===== src/hdl/exe_pkg.sv =====
package exe_pkg;

    typedef logic [31:0] word_t;
    typedef logic [4:0]  reg_addr_t;
    typedef logic [11:0] uop_t;
    typedef logic [2:0]  itype_t;
    typedef logic [3:0]  alu_op_t;
    typedef logic [3:0]  br_cond_t;
    typedef logic [33:0] pp_t;     // one 17x17 signed product

    // uop field positions, bits 11:9 spare
    localparam int UOP_TYPE_LSB = 0;
    localparam int UOP_FUNC_LSB = 3;
    localparam int UOP_MD_SEL   = 7;   // mul high word / div remainder
    localparam int UOP_USIGN    = 8;

    localparam itype_t ITYPE_ALU = 3'd0;
    localparam itype_t ITYPE_BR  = 3'd1;
    localparam itype_t ITYPE_MUL = 3'd2;
    localparam itype_t ITYPE_DIV = 3'd3;

    localparam alu_op_t ALU_ADD  = 4'd0;
    localparam alu_op_t ALU_SUB  = 4'd1;
    localparam alu_op_t ALU_SLT  = 4'd2;
    localparam alu_op_t ALU_SLTU = 4'd3;
    localparam alu_op_t ALU_AND  = 4'd4;
    localparam alu_op_t ALU_OR   = 4'd5;
    localparam alu_op_t ALU_XOR  = 4'd6;
    localparam alu_op_t ALU_NOR  = 4'd7;
    localparam alu_op_t ALU_SLL  = 4'd8;
    localparam alu_op_t ALU_SRL  = 4'd9;
    localparam alu_op_t ALU_SRA  = 4'd10;
    localparam alu_op_t ALU_LUI  = 4'd11;

    localparam br_cond_t JIRL = 4'd3;
    localparam br_cond_t B    = 4'd4;
    localparam br_cond_t BL   = 4'd5;
    localparam br_cond_t BEQ  = 4'd6;
    localparam br_cond_t BNE  = 4'd7;
    localparam br_cond_t BLT  = 4'd8;
    localparam br_cond_t BGE  = 4'd9;
    localparam br_cond_t BLTU = 4'd10;
    localparam br_cond_t BGEU = 4'd11;

    function automatic itype_t uop_type(uop_t uop);
        return uop[UOP_TYPE_LSB +: 3];
    endfunction

    // alu op or branch condition
    function automatic alu_op_t uop_func(uop_t uop);
        return uop[UOP_FUNC_LSB +: 4];
    endfunction

endpackage

===== src/hdl/divider.sv =====
`timescale 1ns/1ns
module divider (
    input  logic               clk,
    input  logic               rstn,
    input  logic               start,
    input  logic               usign,
    input  logic               sel,
    input  exe_pkg::reg_addr_t rd,
    input  exe_pkg::word_t     sr0,
    input  exe_pkg::word_t     sr1,
    output logic               busy,
    output logic               done,
    output exe_pkg::reg_addr_t rd_out,
    output exe_pkg::word_t     result
);
    import exe_pkg::*;

    typedef enum logic [1:0] {
        DIV_IDLE,
        DIV_RUN,
        DIV_FIX
    } div_state_t;

    div_state_t  state;
    logic [4:0]  step;
    word_t       rem;
    word_t       quo;       // dividend shifts out as quotient shifts in
    word_t       dsr;
    logic        q_neg;
    logic        r_neg;
    logic        sel_q;
    reg_addr_t   rd_q;
    logic        a_neg;
    logic        b_neg;
    logic [32:0] trial;
    logic [32:0] diff;

    assign a_neg = !usign && sr0[31];
    assign b_neg = !usign && sr1[31];
    assign trial = {rem, quo[31]};
    assign diff  = trial - {1'b0, dsr};

    always_ff @(posedge clk) begin
        if (!rstn) begin
            state <= DIV_IDLE;
            step  <= '0;
        end else begin
            case (state)
                DIV_IDLE: begin
                    step <= '0;
                    if (start) begin
                        state <= DIV_RUN;
                    end
                end
                DIV_RUN: begin
                    step <= step + 5'd1;
                    if (step == 5'd31) begin
                        state <= DIV_FIX;
                    end
                end
                default: state <= DIV_IDLE;
            endcase
        end
    end

    always_ff @(posedge clk) begin
        if (state == DIV_IDLE && start) begin
            rem   <= '0;
            quo   <= a_neg ? -sr0 : sr0;
            dsr   <= b_neg ? -sr1 : sr1;
            // x/0 keeps an all-ones quotient
            q_neg <= (a_neg ^ b_neg) && (sr1 != '0);
            r_neg <= a_neg;
            sel_q <= sel;
            rd_q  <= rd;
        end else if (state == DIV_RUN) begin
            if (!diff[32]) begin
                rem <= diff[31:0];
                quo <= {quo[30:0], 1'b1};
            end else begin
                rem <= trial[31:0];
                quo <= {quo[30:0], 1'b0};
            end
        end
    end

    assign busy   = state != DIV_IDLE;
    assign done   = state == DIV_FIX;
    assign rd_out = rd_q;
    assign result = sel_q ? (r_neg ? -rem : rem) : (q_neg ? -quo : quo);

endmodule


===== config.mk =====
export PLATFORM = sky130hd
export DESIGN_NAME = divider
export DESIGN_NICKNAME = d
export VERILOG_FILES = /design/src/hdl/exe_pkg.sv /design/src/hdl/divider.sv
export SDC_FILE = /design/constraint.sdc
export NUM_CORES = 1
export LEC_CHECK = 0
export BUFFER_PORTS_ARGS = -buffer_cell sky130_fd_sc_hd__clkbuf_2
export CAP_MARGIN = 10
export CORE_ASPECT_RATIO = 1.2
export CORE_MARGIN = 10
export CORE_UTILIZATION = 37
export DETAILED_ROUTE_END_ITERATION = 6
export SKIP_CTS_REPAIR_TIMING = 1
export SLEW_MARGIN = 0
export SYNTH_ARGS = -nofsm -noshare
export SYNTH_HDL_FRONTEND = slang
export SYNTH_SLANG_ARGS = --single-unit
export TNS_END_PERCENT = 50

===== constraint.sdc =====
create_clock -name clk -period 3.3 [get_ports clk]
set_input_delay 0 -clock clk [delete_from_list [all_inputs] [get_ports clk]]
set_output_delay 0 -clock clk [all_outputs]
set_load 0.005 [all_outputs]

Yosys cells after proc, flatten, opt, wreduce, memory -nomap -nowiden
Cells that the tools add are included.
Word-level totals
  register bits after elaboration: 111
  output and inout bits: 39
Operators by class
  add/subtract/negate cells: 6
  reductions and logical operators: 11
  eq/ne operators: 5
  bitwise logic cells: 1
  multiplexer cells: 13
Operators with widths (number)
  $mux 32: 8
  $neg 32->32: 4
  $sub 33x32->33: 1
  $reduce_bool 32->1: 1
  $pmux 5 s2: 1
  $reduce_bool 2->1: 3
  $add 5x1->5 const B: 1
  $eq 5x5->1 const B: 1
  $logic_and 1x1->1: 4
  $mux 2: 2
  $ne 2x2->1 const B: 2
  $pmux 2 s2: 1
  $eq 2x1->1 const B: 1
  $eq 2x2->1 const B: 1
  $logic_not 2->1: 1
  $reduce_and 2->1: 1
  $logic_not 1->1: 1
  $mux 1: 1
  $xor 1x1->1: 1

Depth between registers and ports, before layout
  word-level depth: 4
  gate-level depth with buffers: 14
  gate-level depth less buffers: 12

Worst setup path after synthesis
Ideal clock, no wire load.
  path kind: reg2reg
  from: register state[1]
  to: register quo[22] (data pin)
  path buffers: 3
  path slack: 0.307 ns
  data required time: 2.971 ns
  data arrival time: 2.664 ns
  stages on the path, launching flop included: 7
  library setup time: 0.329 ns
  cell sequence: dfxtp_1 > clkbuf_1 > or2_2 > nor2_1 > clkbuf_1 > clkbuf_1 > a21oi_1
Between the ends
  word-level cells in the longest chain between the ends: 3
RTL lines
  start: declaration: line divider.sv:24  | div_state_t state;
  start signal: assignment: line divider.sv:45  | state <= DIV_IDLE;
  start signal: assignment: line divider.sv:52  | state <= DIV_RUN;
  start signal: assignment: line divider.sv:58  | state <= DIV_FIX;
  $logic_not 2->1: line divider.sv:67  | if (state == DIV_IDLE && start) begin
  $logic_and 1x1->1: line divider.sv:67
  $mux 32: line divider.sv:67
  end signal: assignment: line divider.sv:69  | quo <= a_neg ? -sr0 : sr0;
  end signal: assignment: line divider.sv:79  | quo <= {quo[30:0], 1'b1};
  end signal: assignment: line divider.sv:82  | quo <= {quo[30:0], 1'b0};
  end: declaration: line divider.sv:27  | word_t quo;
No other way between the ends.
A chain may end at the register's enable or synchronous reset.

Worst setup path in the final report
  from: register quo[6]
  to: output result[16]
Between the ends
  word-level cells in the longest chain between the ends: 3
RTL lines
  $neg 32->32: line divider.sv:90  | assign result = sel_q ? (r_neg ? -rem : rem) : (q_neg ? -quo : quo);
  $mux 32 (2 in series): line divider.sv:90
  end: declaration: line divider.sv:14  | output exe_pkg::word_t result
No other way between the ends.

==> flow_summary.toml <==
[status]
status = "finished, violations left"
violations = "hold timing"

[place]
gp_congestion = 0.933
portBuffers = 112
dp_hpwl_microns = 21300
place_ws_ns = 0.153

[sta]
max_slew.worst_pin.slew_ns = 0.956
setup_viol = 0
hold_viol = 4
fmax_mhz = 311
slew_headroom_pct = 36.3
report.final.slew_viol_count = 0
period_share_pct = 97.4
setup_ws_ns = 0.0860
period_minus_slack_ns = 3.21
holdWs_ns = -0.0195
fin_skew_ns = 0.0146

[logic_synthesis]
yosys_warnings = 0
seq_area_frac_synth_pct = 33.0
synth.distinct_cells = 71
synth_ff_type = "edfxtp_1"
synth_edf_count = 72
syn_avg_cell_area_sq_um = 8.40
synthCells = 1060
netlist_area_sq_um = 8910
async_flop_share_pct = 0
synth_nets = 1173
synth-seq-cells = 111

[setup_path]
crit_arrival_ns = 3.21
startpoint_type = "register"
crit_chain = "or4_4, or4b_4, nand3b_1, buf_4, o31ai_1, xnor2_1, nor2_1, a21oi_1, clkbuf_2"
slowest_stage = "or4_4"
path_buf_inv = 2
required_ns = 3.30
path_delay_family = "simple AND/OR/NAND/NOR gates"
endpoint_kind = "output pin"
max_stage_delay_ns = 0.56
path_max_fanout = 5
worstSetupPathType = "reg -> out"

[finish]
final_util_pct = 44.7
drive_above_1_share_pct = 17.2
syn_to_final_growth_pct = 19.4
nets = 1314
diodes = 0

[floorplan]
die_area_sq_um = 30700
die_y_microns = 190
core.rowCount = 62
pin_count = 113
initial_core_util_pct = 37.4
coreArea_sq_um = 23800
die_w_microns = 162

[cts]
cts_root_buf = "clkbuf_16"
clk_pin_slew_ns = 0.09
cts.sinks = 111
cts_buffers = 9
cts_tree = "built"
h-tree-depth = 3
clockBufferDepth = 2
worstSkewPairLatency_ns = 0.37

[route]
antenna_left = 0
vias_per_cell = 5.41
dr.pass1.iters = 5
drc = 0
first_iter_violations = 636
vias = 8259
routed_wl_microns = 26900
wl_per_cell_microns = 17.6

[grt]
track_usage_pct = 16.8
gr-total-overflow = 0
grt_max_degree = 83
grt_pass1_wl_microns = 41500
grt_antenna_before_repair = 0
grt_pass1_vias = 7745

[hold_path]
hold_path.class = "in -> reg"

[job]
cap_violations = 0

[pwr]
powerDensity_nw_per_um2 = 776
p_leak_nw = 4.34
vdd.ir_drop.worst_mv = 0.416
-- through the flow --
step / TNS, ns / area [sq um] / instances / power (mW)
6_report: 0 / 10600 / 1526 / 8.26
5_1_grt: -0.0610 / 10600 / 1526 / 8.86
3_3_place_gp: 0 / 9970 / 1483 / 6.78
4_1_cts: -0.798 / 10300 / 1499 / 8.00
3_5_place_dp: 0 / 9970 / 1483 / 6.82
2_1_floorplan: 0 / 8910 / 1060 / 5.26
-- synth_stat cells, types with 3 or more instances --
| master | n | area [sq um] |
|---|---|---|
| o21a_1 | 7 | 52.6 |
| nand2b_1 | 9 | 56.3 |
| edfxtp_1 | 72 | 2160 |
| nor2_1 | 104 | 390 |
| nand4_1 | 5 | 31.3 |
| buf_2 | 4 | 20.0 |
| o31ai_1 | 24 | 180 |
| xnor2_1 | 72 | 631 |
| or2_2 | 4 | 25.0 |
| nor3_1 | 14 | 70.1 |
| o2111ai_1 | 3 | 26.3 |
| nor4_1 | 6 | 37.5 |
| a31oi_1 | 10 | 62.6 |
| nand3_1 | 8 | 40.0 |
| o2bb2a_1 | 4 | 40.0 |
| o21ai_0 | 98 | 490 |
| a211oi_1 | 3 | 22.5 |
| mux2i_1 | 30 | 300 |
| o211ai_1 | 3 | 22.5 |
| a21oi_1 | 102 | 510 |
| or4_1 | 13 | 97.6 |
| o21bai_1 | 7 | 52.6 |
| and2_1 | 5 | 31.3 |
| inv_1 | 54 | 203 |
| nor2b_1 | 14 | 87.6 |
| dfxtp_1 | 39 | 781 |
| a21o_1 | 15 | 113 |
| o41ai_1 | 13 | 114 |
| ha_1 | 38 | 475 |
| clkbuf_1 | 34 | 128 |
| xor2_1 | 75 | 657 |
| nand2_1 | 99 | 372 |
| or3_1 | 10 | 62.6 |
| a22o_1 | 3 | 26.3 |
| and3_1 | 8 | 50.1 |
| nand3b_1 | 4 | 30.0 |
| buf_1 | 4 | 15.0 |
-- flip-flops by register name (all words and copies together) (netlist names) --
name and flops:
dsr 32, quo 32, rem 32, rd_out 5
step 5, state 2, q_neg 1, r_neg 1
sel_q 1
-- kinds of logic after synthesis --
kind of cell	after synthesis	synth area share, %
adders and majority gates	39	5.56
DFF	111	33.0
and+or+nand+nor	324	18.0
AOI/OAI and AO/OA	312	21.4
xor gates and xnor gates	147	14.5
buffers and inverters	97	4.23
muxes	30	3.37
-- report_power, final --
group / total (mW) / internal (mW) / switching (mW) / leakage, nW
registers: 2.17 / 1.79 / 0.388 / 1.01
logic: 4.92 / 2.20 / 2.72 / 3.18
clock network: 1.16 / 0.553 / 0.611 / 0.154
-- worst reg2reg max path, stage by stage (launching register included) --
cell	delay, ns
edfxtp_1	0.32
inv_1	0.07
ha_1	0.23
fa_1	0.42
nor2b_2	0.20
o2111ai_2	0.16
nand4_1	0.13
a21oi_1	0.10
o21a_1	0.23
a31o_2	0.27
a311o_2	0.37
buf_12	0.19
nor2_1	0.11
a21oi_1	0.05
-- cell usage in the layout, fill, tap and decap left out, drive strengths merged, types with 30 or more instances in the layout --
cell	netlist	final
clkbuf	34	121
nor2	104	104
a21oi	102	102
nand2	100	100
o21ai	99	99
xor2	75	75
xnor2	72	72
edfxtp	72	72
inv	54	57
buf	9	39
dfxtp	39	39
ha	38	38
mux2i	30	30
-- worst paths after layout --
kind,cells past startpoint,slack (ns),start,endpoint
max,9,0.09,quo[6]$_DFFE_PP_,result[16]
min reg2reg,2,0.53,step[0]$_SDFFE_PN0P_,step[0]$_SDFFE_PN0P_
max reg2reg,13,0.17,quo[31]$_DFFE_PP_,quo[0]$_DFFE_PP_
min,2,-0.02,sr1[20],dsr[20]$_DFFE_PP_
-- routing by layer --
metal	up-vias	routed length [microns]	track usage, %
met3	32	1320	2.36
li1	4104	-	-
met2	210	13100	28.5
met4	0	731	6.55
met1	3913	11700	21.1
met5	-	0	0
-- cell type report --
| class | instances | area (sq um) |
|---|---|---|
| Clock buffer | 9 | 225 |
| Clock inverter | 7 | 93.8 |
| Fill cell | 2410 | 13200 |
| Inverter | 54 | 203 |
| Multi-Input combinational cell | 852 | 5680 |
| Sequential cell | 111 | 2950 |
| Tap cell | 320 | 400 |
| Timing Repair Buffer | 173 | 1090 |
Power figures use the tool's default switching activity.
