$ cat config.mk
export PLATFORM = sky130hd
export DESIGN_NAME = mul_front_flat
export DESIGN_NICKNAME = d
export VERILOG_FILES = /design/src/hdl/exe_pkg.sv /design/src/hdl/mul_stage_if.sv /design/src/hdl/mul_front.sv /design/src/flat_wrapper.sv
export SDC_FILE = /design/constraint.sdc
export NUM_CORES = 2
export LEC_CHECK = 0
export BUFFER_PORTS_ARGS = -buffer_cell sky130_fd_sc_hd__buf_2
export CORE_MARGIN = 10
export CORE_UTILIZATION = 45
export CTS_CLUSTER_SIZE = 40
export DETAILED_ROUTE_END_ITERATION = 10
export PLACE_DENSITY = 0.59
export SYNTH_ARGS = -nofsm -noshare
export SYNTH_HDL_FRONTEND = slang
export SYNTH_SLANG_ARGS = --single-unit
$ cat constraint.sdc
create_clock -name clk -period 8.6 [get_ports clk]
set_input_delay 1.72 -clock clk [delete_from_list [all_inputs] [get_ports clk]]
set_output_delay 1.72 -clock clk [all_outputs]
set_load 0.01 [all_outputs]
$ cat src/hdl/exe_pkg.sv
package exe_pkg;

    typedef logic [31:0] word_t;
    typedef logic [4:0]  reg_addr_t;
    typedef logic [11:0] uop_t;
    typedef logic [2:0]  itype_t;
    typedef logic [3:0]  alu_op_t;
    typedef logic [3:0]  br_cond_t;
    typedef logic [33:0] pp_t;     // one 17x17 signed product

    // uop field positions, bits 11:9 spare
    localparam int UOP_TYPE_LSB = 0;
    localparam int UOP_FUNC_LSB = 3;
    localparam int UOP_MD_SEL   = 7;   // mul high word / div remainder
    localparam int UOP_USIGN    = 8;

    localparam itype_t ITYPE_ALU = 3'd0;
    localparam itype_t ITYPE_BR  = 3'd1;
    localparam itype_t ITYPE_MUL = 3'd2;
    localparam itype_t ITYPE_DIV = 3'd3;

    localparam alu_op_t ALU_ADD  = 4'd0;
    localparam alu_op_t ALU_SUB  = 4'd1;
    localparam alu_op_t ALU_SLT  = 4'd2;
    localparam alu_op_t ALU_SLTU = 4'd3;
    localparam alu_op_t ALU_AND  = 4'd4;
    localparam alu_op_t ALU_OR   = 4'd5;
    localparam alu_op_t ALU_XOR  = 4'd6;
    localparam alu_op_t ALU_NOR  = 4'd7;
    localparam alu_op_t ALU_SLL  = 4'd8;
    localparam alu_op_t ALU_SRL  = 4'd9;
    localparam alu_op_t ALU_SRA  = 4'd10;
    localparam alu_op_t ALU_LUI  = 4'd11;

    localparam br_cond_t JIRL = 4'd3;
    localparam br_cond_t B    = 4'd4;
    localparam br_cond_t BL   = 4'd5;
    localparam br_cond_t BEQ  = 4'd6;
    localparam br_cond_t BNE  = 4'd7;
    localparam br_cond_t BLT  = 4'd8;
    localparam br_cond_t BGE  = 4'd9;
    localparam br_cond_t BLTU = 4'd10;
    localparam br_cond_t BGEU = 4'd11;

    function automatic itype_t uop_type(uop_t uop);
        return uop[UOP_TYPE_LSB +: 3];
    endfunction

    // alu op or branch condition
    function automatic alu_op_t uop_func(uop_t uop);
        return uop[UOP_FUNC_LSB +: 4];
    endfunction

endpackage
$ cat src/hdl/mul_stage_if.sv
`timescale 1ns/1ns
interface mul_stage_if;
    import exe_pkg::*;

    logic      en;
    reg_addr_t rd;
    logic      sel;    // 1 selects high word
    pp_t       pp0;    // a_lo * b_lo
    pp_t       pp1;    // a_lo * b_hi
    pp_t       pp2;    // a_hi * b_lo
    pp_t       pp3;    // a_hi * b_hi

    modport front (output en, rd, sel, pp0, pp1, pp2, pp3);
    modport back  (input en, rd, sel, pp0, pp1, pp2, pp3);

endinterface

$ cat src/hdl/mul_front.sv
`timescale 1ns/1ns
module mul_front (
    input  logic               clk,
    input  logic               rstn,
    input  logic               stall,
    input  logic               en,
    input  logic               usign,
    input  logic               sel,
    input  exe_pkg::reg_addr_t rd,
    input  exe_pkg::word_t     sr0,
    input  exe_pkg::word_t     sr1,
    mul_stage_if.front         mid
);
    import exe_pkg::*;

    logic [32:0]        a_ext;
    logic [32:0]        b_ext;
    logic signed [16:0] a_lo;
    logic signed [16:0] a_hi;
    logic signed [16:0] b_lo;
    logic signed [16:0] b_hi;

    assign a_ext = {!usign && sr0[31], sr0};
    assign b_ext = {!usign && sr1[31], sr1};

    // low halves are unsigned, high halves carry the sign
    assign a_lo = {1'b0, a_ext[15:0]};
    assign b_lo = {1'b0, b_ext[15:0]};
    assign a_hi = a_ext[32:16];
    assign b_hi = b_ext[32:16];

    always_ff @(posedge clk) begin
        if (!rstn) begin
            mid.en <= 1'b0;
        end else begin
            mid.en <= en && !stall;    // bubble while stalled
        end
    end

    always_ff @(posedge clk) begin
        if (!stall) begin
            mid.rd  <= rd;
            mid.sel <= sel;
            mid.pp0 <= a_lo * b_lo;
            mid.pp1 <= a_lo * b_hi;
            mid.pp2 <= a_hi * b_lo;
            mid.pp3 <= a_hi * b_hi;
        end
    end

endmodule

$ cat src/flat_wrapper.sv
// flat-port wrapper written by rule: the top's interface ports become plain ports
module mul_front_flat import exe_pkg::*;
  (clk, rstn, stall, en, usign, sel, rd, sr0, sr1, mid_en, mid_rd, mid_sel, mid_pp0, mid_pp1, mid_pp2, mid_pp3);
  mul_stage_if mid_i ();
  input  logic clk;
  input  logic rstn;
  input  logic stall;
  input  logic en;
  input  logic usign;
  input  logic sel;
  input  exe_pkg::reg_addr_t rd;
  input  exe_pkg::word_t sr0;
  input  exe_pkg::word_t sr1;
  output wire logic [$bits(mid_i.en)-1:0] mid_en;
  output wire logic [$bits(mid_i.rd)-1:0] mid_rd;
  output wire logic [$bits(mid_i.sel)-1:0] mid_sel;
  output wire logic [$bits(mid_i.pp0)-1:0] mid_pp0;
  output wire logic [$bits(mid_i.pp1)-1:0] mid_pp1;
  output wire logic [$bits(mid_i.pp2)-1:0] mid_pp2;
  output wire logic [$bits(mid_i.pp3)-1:0] mid_pp3;
  assign mid_en = mid_i.en;
  assign mid_rd = mid_i.rd;
  assign mid_sel = mid_i.sel;
  assign mid_pp0 = mid_i.pp0;
  assign mid_pp1 = mid_i.pp1;
  assign mid_pp2 = mid_i.pp2;
  assign mid_pp3 = mid_i.pp3;
  mul_front u_core (.clk(clk), .rstn(rstn), .stall(stall), .en(en), .usign(usign), .sel(sel), .rd(rd), .sr0(sr0), .sr1(sr1), .mid(mid_i));
endmodule
# Word level (Yosys, flattened, before mapping)
# Cells that the tools add are included.
[op_classes]
multipliers = 4
n_reduce_logical = 5
[ops]
columns = ["cell", "n"]
rows = [
  ["$mul 17x17->34", 3],
  ["$mul 16x16->32", 1],
  ["$logic_and 1x1->1", 3],
  ["$logic_not 1->1", 2],
]
[word_totals]
word_cells = 16
out_inout_bits = 143
reg_bits = 143
in_bits = 75

# Longest topological paths before layout
[depth]
word_depth = 3
mapped_depth = 26
mapped_depth_nobuf = 25

# Worst setup path after synthesis
# Ideal clock, no wire load.
[synth_timing]
path_kind = "input -> register"
from = "input port sr0[31]"
to = "register u_core.mid.pp2[33] (data pin)"
arrival_time_ps = 7392
setup_ps = 260
required_time_ps = 8340
slack_ps = 948
stages = 24
path_buffers = 1
cell_sequence = "nor2b_1 > clkbuf_1 > nand2_1 > inv_1 > fa_1 > inv_1 > fa_1 > inv_1 > fa_1 > fa_1 > fa_1 > inv_1 > fa_1 > inv_1 > ha_1 > a21o_1 > a21o_1 > a2111oi_0 > o21ai_0 > o31a_1 > nand4_1 > nand4b_1 > a21oi_1 > xnor2_1"
[synth_between]
elab_chain_cells = 2
[synth_rtl]
columns = ["item", "line_no", "rtl"]
rows = [
  ["from (decl)", "flat_wrapper.sv:12", "input exe_pkg::word_t sr0;"],
  ["$logic_and 1x1->1", "mul_front.sv:23", "assign a_ext = {!usign && sr0[31], sr0};"],
  ["$mul 17x17->34 *", "mul_front.sv:46", "mid.pp2 <= a_hi * b_lo;"],
  ["to (signal assigned)", "mul_front.sv:46", ""],
  ["to (decl)", "mul_stage_if.sv:13", "modport front (output en, rd, sel, pp0, pp1, pp2, pp3);"],
]
# Every way passes the cells marked *; elsewhere a longest branch is shown, timed or not.
# A chain may end at the register's enable or synchronous reset.

# Final worst setup path
[layout_timing]
from = "input port sr1[5]"
to = "register u_core.mid.pp2[33] (data pin)"
[layout_between]
elab_chain_cells = 1
[layout_rtl]
columns = ["item", "line_no", "rtl"]
rows = [
  ["from (decl)", "flat_wrapper.sv:13", "input exe_pkg::word_t sr1;"],
  ["$mul 17x17->34", "mul_front.sv:46", ""],
]
# Every way passes these cells.

==> flow_metrics.py <==
metrics = {
    "outcome": {
        "status": "completed",
    },
    "global_route": {
        "grt_pass1_wl_um": 187000,
        "grt-ovfl-total": 0,
        "grt_max_degree": 58,
        "first_global_vias": 34283,
        "antenna_found_initial": 10,
        "grt.total_usage_pct": 21.4,
    },
    "drt": {
        "antenna_left": 0,
        "first_pass_iters": 7,
        "vias": 30852,
        "viasPerCell": 5.07,
        "drt_wl_total_um": 113000,
        "drtIter0Drc": 1710,
        "wire_per_inst_um": 18.5,
        "drc": 0,
    },
    "worst_setup_path": {
        "crit_top_cell": "fa_1",
        "arrival_ns": 8.08,
        "cp-end-kind": "flop",
        "slowest_stage": "fa_1",
        "cp.required_ns": 8.88,
        "max_stage_delay_ns": 0.77,
        "startpoint_type": "input port",
        "crit_path_cell_trace": "buf_2, nand2_1, fa_1, inv_1, fa_1, fa_1, fa_1, fa_1, inv_1, fa_1, inv_1, ha_1, nand3_1, nor3_1, inv_1, a211oi_1, o31a_1, nand4_1, nand4b_1, a21oi_1, xnor2_1",
        "path_class": "input port to flop",
        "cp_max_fo": 33,
        "critPathCapture": "u_core.mid.pp2[33]",
        "crit_path_start": "sr1[5]",
    },
    "place": {
        "io_buffer_count": 215,
        "placed_area_um2": 46500,
        "gp_congestion": 0.840,
        "dp_hpwl_um": 88700,
        "post-place-ws_ns": 0.266,
    },
    "timing": {
        "final_max_slew_viol_count": 0,
        "relSlewSlack_pct": 37.6,
        "setup_tns_ns": 0,
        "setup_viol_count_final": 0,
        "hold_violations": 0,
        "rsz0062_at_grt": "false",
        "finalCriticalPeriod_ns": 7.80,
        "timing.fmax_mhz": 128,
        "period_share_pct": 90.7,
        "postLayoutSetupSlackWorst_ns": 0.801,
        "tightest_slew_ns": 0.933,
    },
    "synthesis": {
        "ys_warn_count": 0,
        "synth_area_um2": 43700,
        "ys_ff_latch": 141,
        "async_flop_share_pct": 0,
        "syn_inst": 4670,
        "avgSynthCellArea_um2": 9.36,
        "yosysUniqueCellTypes": 73,
        "ys_seq_area_share_pct": 9.67,
        "synth_edf_count": 140,
        "synth_ff_type": "edfxtp_1",
    },
    "clock_tree": {
        "tritoncts": "yes",
        "ctsLongestPathBuffers": 2,
        "cts_setup_buffers": 0,
        "htreeDepth": 4,
        "cts_buffers": 17,
        "clkTransAtPathRegs_ns": 0.09,
        "cts_num_sinks": 141,
        "cts_hold_buf": 0,
        "cts_root_buf": "clkbuf_16",
        "post_cts_resized": 0,
    },
    "floorplanning": {
        "row_count": 114,
        "die_height_um": 332,
        "core_um2": 96600,
        "ioPinCount": 218,
        "initial_core_util_pct": 45.2,
        "die-area_um2": 110000,
        "fp.dieW_um": 332,
    },
    "final_layout": {
        "stdcell_area_um2": 47100,
        "final_common_cell": "inv_1",
        "area_delta_synth_final_pct": 7.68,
        "final_core_util_pct": 48.7,
        "layout_common_cells": "1196 x inv_1, 978 x fa_1, 606 x nand2_1",
        "fin_nets": 6253,
        "layout-drive-gt1-share_pct": 7.61,
    },
    "worst_hold_path": {
        "min_path_type": "input port to flop",
        "min_from": "rd[3]",
    },
    "run": {
        "drv_cap": 0,
    },
}
==> area by class of cell <==
class | count | area [µm²]
Clock inverter | 13 | 125
Timing Repair Buffer | 316 | 1970
Multi-Input combinational cell | 3123 | 34200
Inverter | 1197 | 4500
Fill cell | 9272 | 49500
Antenna cell | 6 | 15.0
Tap cell | 1276 | 1600
Clock buffer | 19 | 433
Sequential cell | 141 | 4220
==> worst max-delay path: cells and delay by family <==
| family | cells | cell delay (ns) |
|---|---|---|
| XOR/XNOR | 1 | 0.13 |
| AND/OR/NAND/NOR | 5 | 0.86 |
| adder cells (fa/ha/maj) | 7 | 3.79 |
| AO/OA/AOI/OAI | 3 | 0.65 |
| buffers and inverters | 5 | 0.89 |
==> cells by family (layout without fill, tap and decap cells) <==
logic type | after synthesis | in the layout | synth area share [%]
buffers and inverters | 1407 | 1545 | 12.1
adders and majority gates | 1382 | 1382 | 56.4
and+or+nand+nor | 1321 | 1321 | 14.9
AOI/OAI and AO/OA | 297 | 297 | 4.50
DFF | 141 | 141 | 9.67
xor gates and xnor gates | 120 | 120 | 2.41
other | 1 | 8 | 0.00858
muxes | 1 | 1 | 0.0344
==> worst min-delay path by stage <==
stage          depth (start not counted)               end
5_1_grt                                1  u_core.mid.rd[0]
6_report                               1  u_core.mid.rd[3]
3_3_place_gp                           1  u_core.mid.rd[4]
4_1_cts                                1  u_core.mid.rd[3]
3_5_place_dp                           1  u_core.mid.rd[4]
2_1_floorplan                          0  u_core.mid.rd[0]
==> routing by layer <==
layer  vias up  GRT usage [%]  routed length (µm)
met4        12           5.77                2570
met3       158           3.66                5790
li1      13960              -                   -
met2       723           37.8               57800
met5         -              0                  81
met1     15999           26.8               46500
==> per-stage QoR <==
step | instances | hold slack, ns
CTS | 6085 | 1.34
detailed placement | 6053 | 1.90
global placement | 6053 | 1.90
global route | 6086 | 1.35
finish | 6091 | 1.38
floorplan | 4671 | 1.82
==> sequential cells by signal, indices dropped and copies added, names as in the netlist <==
name	flops
u_core.mid.pp1	34
u_core.mid.pp2	34
u_core.mid.pp3	34
u_core.mid.pp0	32
u_core.mid.rd	5
u_core.mid.en	1
u_core.mid.sel	1
==> synthesized netlist by cell type, types with 3 or more instances <==
cell | n | share of area [%]
a21oi_1 | 88 | 1.0
nand2b_1 | 29 | 0.42
or2_2 | 5 | 0.072
nor4_1 | 4 | 0.057
o211ai_1 | 7 | 0.12
nand2_1 | 606 | 5.2
and2_1 | 501 | 7.2
nor2_1 | 91 | 0.78
a31oi_1 | 9 | 0.13
fa_1 | 978 | 45
o31a_1 | 4 | 0.080
a21o_1 | 33 | 0.57
nand3_1 | 16 | 0.18
o21a_1 | 21 | 0.36
o21ai_0 | 54 | 0.62
clkbuf_1 | 206 | 1.8
ha_1 | 404 | 12
inv_1 | 1197 | 10
o41ai_1 | 3 | 0.060
and3_1 | 10 | 0.14
xnor2_1 | 96 | 1.9
o31ai_1 | 6 | 0.10
a311oi_1 | 4 | 0.080
o21bai_1 | 14 | 0.24
nor3_1 | 26 | 0.30
nand4_1 | 7 | 0.10
nor2b_1 | 14 | 0.20
a211o_1 | 4 | 0.080
edfxtp_1 | 140 | 9.6
a2111oi_0 | 5 | 0.10
xor2_1 | 24 | 0.48
a211oi_1 | 10 | 0.17
Power is left out: the tool's default activity adds up to more than one toggle a clock period on the data nets, which glitch-free logic cannot reach.
