$ cat config.mk
export PLATFORM = sky130hd
export DESIGN_NAME = branch_unit
export DESIGN_NICKNAME = d
export VERILOG_FILES = /design/src/hdl/exe_pkg.sv /design/src/hdl/branch_unit.sv
export SDC_FILE = /design/constraint.sdc
export NUM_CORES = 1
export LEC_CHECK = 0
export ABC_AREA = 1
export BUFFER_PORTS_ARGS = -buffer_cell sky130_fd_sc_hd__buf_4
export CELL_PAD_IN_SITES_DETAIL_PLACEMENT = 1
export CELL_PAD_IN_SITES_GLOBAL_PLACEMENT = 1
export CORE_AREA = 5 5 142 144
export DETAILED_ROUTE_END_ITERATION = 6
export DIE_AREA = 0 0 147 149
export PLACE_DENSITY = 0.79
export SYNTH_ARGS = -nofsm -noshare
export SYNTH_HDL_FRONTEND = slang
export SYNTH_SLANG_ARGS = --single-unit
$ cat constraint.sdc
create_clock -name vclk -period 2.55
set_input_delay 0.1275 -clock vclk [all_inputs]
set_output_delay 0.1275 -clock vclk [all_outputs]
set_load 0.02 [all_outputs]
$ cat src/hdl/exe_pkg.sv
package exe_pkg;

    typedef logic [31:0] word_t;
    typedef logic [4:0]  reg_addr_t;
    typedef logic [11:0] uop_t;
    typedef logic [2:0]  itype_t;
    typedef logic [3:0]  alu_op_t;
    typedef logic [3:0]  br_cond_t;
    typedef logic [33:0] pp_t;     // one 17x17 signed product

    // uop field positions, bits 11:9 spare
    localparam int UOP_TYPE_LSB = 0;
    localparam int UOP_FUNC_LSB = 3;
    localparam int UOP_MD_SEL   = 7;   // mul high word / div remainder
    localparam int UOP_USIGN    = 8;

    localparam itype_t ITYPE_ALU = 3'd0;
    localparam itype_t ITYPE_BR  = 3'd1;
    localparam itype_t ITYPE_MUL = 3'd2;
    localparam itype_t ITYPE_DIV = 3'd3;

    localparam alu_op_t ALU_ADD  = 4'd0;
    localparam alu_op_t ALU_SUB  = 4'd1;
    localparam alu_op_t ALU_SLT  = 4'd2;
    localparam alu_op_t ALU_SLTU = 4'd3;
    localparam alu_op_t ALU_AND  = 4'd4;
    localparam alu_op_t ALU_OR   = 4'd5;
    localparam alu_op_t ALU_XOR  = 4'd6;
    localparam alu_op_t ALU_NOR  = 4'd7;
    localparam alu_op_t ALU_SLL  = 4'd8;
    localparam alu_op_t ALU_SRL  = 4'd9;
    localparam alu_op_t ALU_SRA  = 4'd10;
    localparam alu_op_t ALU_LUI  = 4'd11;

    localparam br_cond_t JIRL = 4'd3;
    localparam br_cond_t B    = 4'd4;
    localparam br_cond_t BL   = 4'd5;
    localparam br_cond_t BEQ  = 4'd6;
    localparam br_cond_t BNE  = 4'd7;
    localparam br_cond_t BLT  = 4'd8;
    localparam br_cond_t BGE  = 4'd9;
    localparam br_cond_t BLTU = 4'd10;
    localparam br_cond_t BGEU = 4'd11;

    function automatic itype_t uop_type(uop_t uop);
        return uop[UOP_TYPE_LSB +: 3];
    endfunction

    // alu op or branch condition
    function automatic alu_op_t uop_func(uop_t uop);
        return uop[UOP_FUNC_LSB +: 4];
    endfunction

endpackage
$ cat src/hdl/branch_unit.sv
`timescale 1ns/1ns
module branch_unit (
    input  logic              en,
    input  exe_pkg::br_cond_t cond,
    input  exe_pkg::word_t    pc,
    input  exe_pkg::word_t    pc_next,
    input  exe_pkg::word_t    imm,
    input  exe_pkg::word_t    sr0,
    input  exe_pkg::word_t    sr1,
    output logic              taken,
    output logic              link_en,
    output exe_pkg::word_t    link_data,
    output exe_pkg::word_t    target,
    output logic              flush
);
    import exe_pkg::*;

    logic eq;
    logic lt_s;
    logic lt_u;
    logic cond_true;

    assign eq   = sr0 == sr1;
    assign lt_s = $signed(sr0) < $signed(sr1);
    assign lt_u = sr0 < sr1;

    always_comb begin
        case (cond)
            JIRL, B, BL: cond_true = 1'b1;
            BEQ:         cond_true = eq;
            BNE:         cond_true = !eq;
            BLT:         cond_true = lt_s;
            BGE:         cond_true = !lt_s;
            BLTU:        cond_true = lt_u;
            BGEU:        cond_true = !lt_u;
            default:     cond_true = 1'b0;
        endcase
    end

    assign taken  = en && cond_true;
    assign target = (cond == JIRL) ? sr0 + imm : pc + imm;

    // return address for calls
    assign link_en   = en && (cond == BL || cond == JIRL);
    assign link_data = pc + 32'd4;

    assign flush = taken && (target != pc_next);   // fetch went the wrong way

endmodule

Yosys cells after proc, flatten, opt, wreduce, memory -nomap -nowiden. Cells that the tools add are included.

Flip-flop bits (word level): 0. Input port bits: 165. Output and inout port bits: 67. Logic and storage cells: 26.

$add $sub $neg: 3. Magnitude comparators: 2. Eq/ne operators: 11. Multiplexer cells: 2. Reduce and logical (&&, ||, !) cells: 8.

Operators with widths (count): 32-bit adder (2); 32-bit less-than comparator (2); 32-bit by 3-bit adder with 32-bit output (second input constant) (1); 32-bit equality test (1); 32-bit 2-to-1 mux (1); 32-bit inequality test (1); 4-bit by 3-bit equality test with 1-bit output (second input constant) (4); 4-bit equality test (second input constant) (4); 1-bit one-hot mux with 7 select lines (1); 4-bit by 2-bit equality test with 1-bit output (second input constant) (1); 1-bit logical AND (3); 1-bit logical NOT (3); 3-bit OR reduction (1); 1-bit logical OR (1).

Logic depth before layout (Yosys ltp). Gate-level depths: netlist of the first run.

Depth in word-level cells: 5. Gate-level depth with buffers: 27. Mapped depth without buffers: 26.

Worst setup path after synthesis of the first run. No wires, ideal clock.

Path type: input port to output port. From: in cond[1]. To: out flush. Arrival: 2876 ps. Data required time: 2423 ps. Path slack: -454 ps. Stages on the path: 25. Path through: nand2_1 inv_1 nand2_1 clkbuf_1 nand2_1 o21ai_0 ha_1 inv_1 fa_1 inv_1 nand3_1 nand2_1 nand2_1 nand2_1 nand2_1 nand2_1 xor2_1 nand2_1 nand2_1 nor2_1 nand2_1 nor2_1 nand3_1 nand2_1 inv_1.

Elaborated cells between the ends (all ways): 15. Classes of those cells: eq/ne (10); mux (2); reduce/logical (3).

RTL lines: start, declared (line branch_unit.sv:4) `input exe_pkg::br_cond_t cond,`; 4-bit by 2-bit equality test with 1-bit output (line branch_unit.sv:41) `assign target = (cond == JIRL) ? sr0 + imm : pc + imm;`; 32-bit 2-to-1 mux (line branch_unit.sv:41); via target[16] (line branch_unit.sv:13) `output exe_pkg::word_t target,`; 32-bit inequality test (line branch_unit.sv:47) `assign flush = taken && (target != pc_next);`; 1-bit logical AND (line branch_unit.sv:47); end, declared (line branch_unit.sv:14) `output logic flush`.

The timed path passes the listed nets, and every way through them passes these cells.

Final worst setup path of the first run.
From: in cond[0]. To: out flush.

Cells in the longest elaborated chain, start to end: 5. Elaborated cells between the ends (all ways): 15. Classes of those cells: eq/ne (10); mux (2); reduce/logical (3).

Ends and longest elaborated chain: 4-bit by 3-bit equality test with 1-bit output or 4-bit by 2-bit equality test with 1-bit output (tied branches) (line branch_unit.sv:28, branch_unit.sv:41); 3-bit OR reduction (line branch_unit.sv:28) `case (cond)`; 1-bit one-hot mux with 7 select lines (line branch_unit.sv:28); 1-bit logical AND (line branch_unit.sv:40) `assign taken = en && cond_true;`; 1-bit logical AND (*) (line branch_unit.sv:47).

Mark *: on every way between the ends. The rest lies on a longest branch, timed or not.

==> run_results.csv, run 1 <==
group,metric,value,unit
synthesis,syn_area_per_cell,5.00,um2
cells_and_area,fin_nets,1689,
sta,setup_ws,-0.806,ns
synthesis,yosys_warnings,0,
power_and_ir_drop,cellPowerDensity,288,mW/mm2
critical_path,crit_family,"simple AND/OR/NAND/NOR gates",
power_and_ir_drop,vdd_drop_max,0.0000986,V
sta,setup_violations,18,
detailed_routing,avgRoutedWirePerCell,19.3,um
floorplanning,ioPinCount,232,
detailed_routing,route.detailed.drc,0,
critical_path,crit_arrival,3.23,ns
critical_path,crit_slowest_cell,"fa_2",
hold_path,hold_depth,2,
synthesis,yosysSeqAreaShare,0,%
critical_path,cp.required,2.42,ns
sta,fmax,0.298,GHz
synthesis,syn_nets,1255,
placement,hpwl,23000,um
sta,period_share,132,%
critical_path,slowest_delay,0.40,ns
cts,postCtsHoldBufs,0,
sta,slew_viol_final,0,
synthesis,yosysUniqueCellTypes,32,
detailed_routing,vias,8480,
critical_path,worstSetupPathType,"in2out",
sta,rsz0062_at_grt,"yes",
cells_and_area,seq_cells,0,
sta,hold_viol_final,0,
global_routing,grt_pass1_vias,8200,
cells_and_area,drive_above_1_share,49.0,%
detailed_routing,firstDrtPassIters,5,
detailed_routing,antenna_left,0,
global_routing,gr-usage-met1,26.0,%
global_routing,grtUsageMet3,3.37,%
global_routing,busiest_layer,"met2",
floorplanning,die-width,147,um
status,status,"finished with violations",
cells_and_area,n_clock_buffer,0,
synthesis,synthCells,1022,
global_routing,grtUsageTotal,22.1,%
detailed_routing,vias_per_cell,5.02,
critical_path,crit_buf_inv,8,
placement,port_buffers,232,
global_routing,antenna_found_initial,1,
critical_path,cp.depth,28,
floorplanning,start_util,27.5,%
floorplanning,dieArea,0.0219,mm2
critical_path,crit_fanout,6,
global_routing,grt_use_met2,42.6,%
floorplanning,die_h,149,um
synthesis,synth_area,0.00511,mm2
sta,fin_setup_tns,-1.86,ns
global_routing,overflow,0,
global_routing,grt_max_degree,25,
sta,relSlewSlack,73.7,%
critical_path,worstSetupEndpointType,"output port",
hold_path,min-delay-path-class,"in2out",
cells_and_area,seq_area,0,um2
floorplanning,rows,50,
detailed_routing,drt_iter0_drc,322,
floorplanning,core-area,0.0186,mm2
detailed_routing,routed_wl,32700,um
cells_and_area,mostFrequentLayoutCell,"buf_4",
global_routing,grt_pass1_wl,40000,um
critical_path,critPathLaunchType,"input pin",
sta,layout_min_cycle_time,3.36,ns
placement,post-place-ws,-1.01,ns
sta,worstMarginPinSlew,0.393,ns
job,maxCapViolations,0,
cells_and_area,area_growth,97.5,%
power_and_ir_drop,power.leakage,0.00580,uW
cells_and_area,layout_common_cells,"buf_4 (416), nand2_1 (273), inv_1 (213)",
placement,place_congestion,0.906,
status,violations,"setup timing",
==> timing repair <==
action                     CTS  global route
gates cloned                 0             4
setup buffers                8            22
resized for setup           78           263
pin swaps                   18            84
setup endpoints to repair   25            29
==> power breakdown <==
| part | total [uW] | switching [uW] | internal [uW] | leakage, uW |
|---|---|---|---|---|
| Clock | 0.0000525 | 0 | 0.0000524 | 0.00000000634 |
| Combinational | 2900 | 1580 | 1320 | 0.00580 |
| Sequential | 0 | 0 | 0 | 0 |
==> stage by stage <==
stage / std cells / total power, uW / hold slack [ns] / util (%) / area, um2
2_1_floorplan: 1022 / 1130 / 0.337 / - / 5250
3_3_place_gp: 1654 / 2200 / 0.464 / 46.0 / 8550
3_5_place_dp: 1654 / 2280 / 0.481 / 46.0 / 8550
4_1_cts: 1662 / 2370 / 0.481 / 47.6 / 8840
5_1_grt: 1689 / 3080 / 0.490 / 54.4 / 10100
6_report: 1689 / 2900 / 0.479 / 54.4 / 10100
==> path summary, 6_finish.rpt <==
check	from	endpoint	slack [ns]
worst max-delay path	cond[0]	flush	-0.81
worst min-delay path	pc[1]	link_data[1]	0.48
==> layer usage <==
layer / part of all wire, % / wire, um
met2: 51 / 16700
met5: 0 / 0
met3: 5.7 / 1850
met4: 5.0 / 1620
met1: 38 / 12500
==> cells in the mapped netlist <==
cell type	count	share of area, %
o211ai_1	1	0.15
xnor2_1	5	0.86
nand3_1	83	8.1
nor3_4	3	0.95
clkinv_1	1	0.073
or4_1	1	0.15
nor3_2	3	0.59
xnor3_1	2	0.88
nand3_2	4	0.78
a21boi_0	1	0.15
nand3b_1	4	0.59
nor4_2	1	0.24
xor2_1	42	7.2
nor2_1	72	5.3
fa_1	1	0.39
nor4_1	3	0.37
a21oi_1	38	3.7
nor2_4	1	0.22
o21bai_1	2	0.29
xor3_1	1	0.46
nand2_1	396	29
and3_1	1	0.12
o21a_1	1	0.15
o21ai_0	33	3.2
a31oi_1	1	0.12
buf_4	2	0.29
nor3_1	8	0.78
inv_1	230	17
nand4_1	6	0.73
ha_1	67	16
clkbuf_1	6	0.44
a21o_1	2	0.29
==> logic make-up (layout without fill, tap and decap cells) <==
| family | Yosys count | in the layout | synth area share (%) |
|---|---|---|---|
| other cells | 0 | 1 | 0 |
| compound gates | 79 | 79 | 8.10 |
| simple gates | 586 | 586 | 48.0 |
| xor+xnor | 50 | 50 | 9.40 |
| fa+ha+maj | 68 | 68 | 16.8 |
| buf+inv | 239 | 671 | 17.7 |
==> area by class of cell <==
| class | instances | area (um2) |
|---|---|---|
| repair buffers | 440 | 3460 |
| diodes | 1 | 2.50 |
| multi-input cells | 783 | 5470 |
| well taps | 234 | 293 |
| inverters | 231 | 875 |
| fillers | 2519 | 8480 |
Note: power is estimated with default switching activity, not from simulation.
==> run 2, diff against run 1 <==
--- a/config.mk
+++ b/config.mk
@@ -9,10 +9,10 @@
 export BUFFER_PORTS_ARGS = -buffer_cell sky130_fd_sc_hd__buf_4
 export CELL_PAD_IN_SITES_DETAIL_PLACEMENT = 1
 export CELL_PAD_IN_SITES_GLOBAL_PLACEMENT = 1
-export CORE_AREA = 5 5 142 144
+export CORE_AREA = 5 5 135 137
 export DETAILED_ROUTE_END_ITERATION = 6
-export DIE_AREA = 0 0 147 149
-export PLACE_DENSITY = 0.79
+export DIE_AREA = 0 0 140 142
+export PLACE_DENSITY = 0.83
 export SYNTH_ARGS = -nofsm -noshare
 export SYNTH_HDL_FRONTEND = slang
 export SYNTH_SLANG_ARGS = --single-unit
==> constraint.sdc (replaced) <==
create_clock -name vclk -period 3.1
set_input_delay 0.155 -clock vclk [all_inputs]
set_output_delay 0.155 -clock vclk [all_outputs]
set_load 0.02 [all_outputs]
==> run_results.csv, run 2 (synthesis gave the netlist of run 1 again) <==
group,metric,value,unit
status,status,"finished with violations",
status,violations,"setup timing",
sta,slew_viol_final,0,
sta,fin_setup_tns,-0.329,ns
power_and_ir_drop,cellPowerDensity,234,mW/mm2
critical_path,crit_buf_inv,9,
cells_and_area,fin_nets,1612,
floorplanning,ioPinCount,232,
placement,hpwl,22000,um
cells_and_area,seq_area,0,um2
hold_path,hold_start,"pc[1]",
detailed_routing,routed_wl,28100,um
cells_and_area,layout_common_cells,"buf_4 (355), nand2_1 (342), inv_1 (226)",
sta,relSlewSlack,60.0,%
critical_path,worstSetupPathType,"in2out",
cells_and_area,drive_above_1_share,37.0,%
sta,period_share,111,%
detailed_routing,drt_iter0_drc,374,
global_routing,grt_pass1_vias,8341,
cells_and_area,area_growth,70.9,%
placement,dpl_cell_area,0.00793,mm2
global_routing,overflow,0,
sta,rsz0062_at_grt,"yes",
hold_path,hold_end,"link_data[1]",
detailed_routing,route.detailed.drc,0,
critical_path,worstSetupEndpointType,"output port",
critical_path,cp_common_cell,"buf_4",
floorplanning,core-area,0.0169,mm2
detailed_routing,vias,7910,
global_routing,grtUsageTotal,24.9,%
floorplanning,start_util,30.2,%
critical_path,cp.required,2.94,ns
floorplanning,dieArea,0.0199,mm2
placement,port_buffers,232,
cells_and_area,fin_area,0.00873,mm2
floorplanning,die_h,142,um
sta,layout_min_cycle_time,3.43,ns
detailed_routing,avgRoutedWirePerCell,17.5,um
sta,setup_ws,-0.329,ns
detailed_routing,antenna_left,0,
cts,postCtsHoldBufs,0,
global_routing,antenna_found_initial,0,
sta,setup_violations,1,
critical_path,crit_slowest_cell,"ha_1",
placement,place_congestion,0.930,
critical_path,crit_arrival,3.27,ns
critical_path,slowest_delay,0.32,ns
floorplanning,rows,48,
cells_and_area,seq_cells,0,
critical_path,crit_family,"simple AND/OR/NAND/NOR gates",
critical_path,critPathLaunchType,"input pin",
sta,hold_viol_final,0,
critical_path,path_cells,"buf_4 -> nand2_1 -> inv_1 -> nand2_2 -> inv_4 -> buf_12 -> nand2_1 -> o21ai_0 -> ha_1 -> buf_4 -> nand3_1 -> nand3_1 -> buf_4 -> xor2_1 -> xor2_1 -> nor3_1 -> buf_4 -> nand3_1 -> nor2_2 -> nand3_2 -> nand2_2 -> inv_1 -> buf_4",
job,maxCapViolations,0,
global_routing,grt_pass1_wl,40900,um
critical_path,crit_fanout,12,
sta,worstMarginPinSlew,0.594,ns
hold_path,hold_depth,2,
power_and_ir_drop,power.leakage,0.00523,uW
detailed_routing,vias_per_cell,4.94,
floorplanning,die-width,140,um
detailed_routing,firstDrtPassIters,5,
hold_path,min-delay-path-class,"in2out",
power_and_ir_drop,vdd_drop_max,0.000108,V
cells_and_area,n_clock_buffer,0,
sta,fmax,0.292,GHz
cells_and_area,mostFrequentLayoutCell,"buf_4",
global_routing,grt_max_degree,25,
cells_and_area,antenna_cells,0,
[run 2: final cells by class]
cell class	instances	area, um2
well taps	225	282
repair buffers	363	2790
multi-input cells	783	4790
fillers	2439	8200
inverters	231	870
[run 2: per-layer routing]
metal / share of wire, % / wire length [um] / track usage, %
met5: 0 / 0 / 0
met4: 3.9 / 1080 / 7.39
met3: 5.4 / 1510 / 3.19
met1: 40 / 11300 / 29.6
met2: 50 / 14200 / 46.7
[run 2: power breakdown]
| group | internal, uW | total (uW) | switching [uW] |
|---|---|---|---|
| Clock | 0 | 0 | 0 |
| Combinational | 918 | 2040 | 1130 |
| Sequential | 0 | 0 | 0 |
| Total | 918 | 2040 | 1130 |
[run 2: worst max-delay path by stage]
stage	startpoint	to	slack [ns]	cells past startpoint
after floorplan	cond[1]	flush	0.04	25
after global placement	cond[2]	flush	-0.47	24
after global routing	cond[0]	flush	-0.52	23
after CTS	cond[0]	flush	-0.13	28
final	cond[0]	flush	-0.33	23
after detailed placement	cond[2]	flush	-0.58	24
[run 2: per-stage QoR]
stage / setup WS (ns) / std cells / util, % / total power (uW) / hold slack (ns)
2_1_floorplan: 0.0412 / 1022 / - / 896 / 0.392
3_3_place_gp: -0.466 / 1580 / 46.8 / 1710 / 0.527
3_5_place_dp: -0.582 / 1580 / 46.8 / 1770 / 0.529
4_1_cts: -0.132 / 1595 / 49.3 / 1880 / 0.529
5_1_grt: -0.522 / 1602 / 51.6 / 2210 / 0.532
6_report: -0.329 / 1602 / 51.6 / 2040 / 0.528
[run 2: timing repair]
action | in CTS | in global routing
cloned | 0 | 1
resized for setup | 86 | 93
pin swaps | 28 | 35
buffers inserted | 15 | 6
hold endpoints to repair | 0 | 0
setup endpoints to repair | 2 | 1
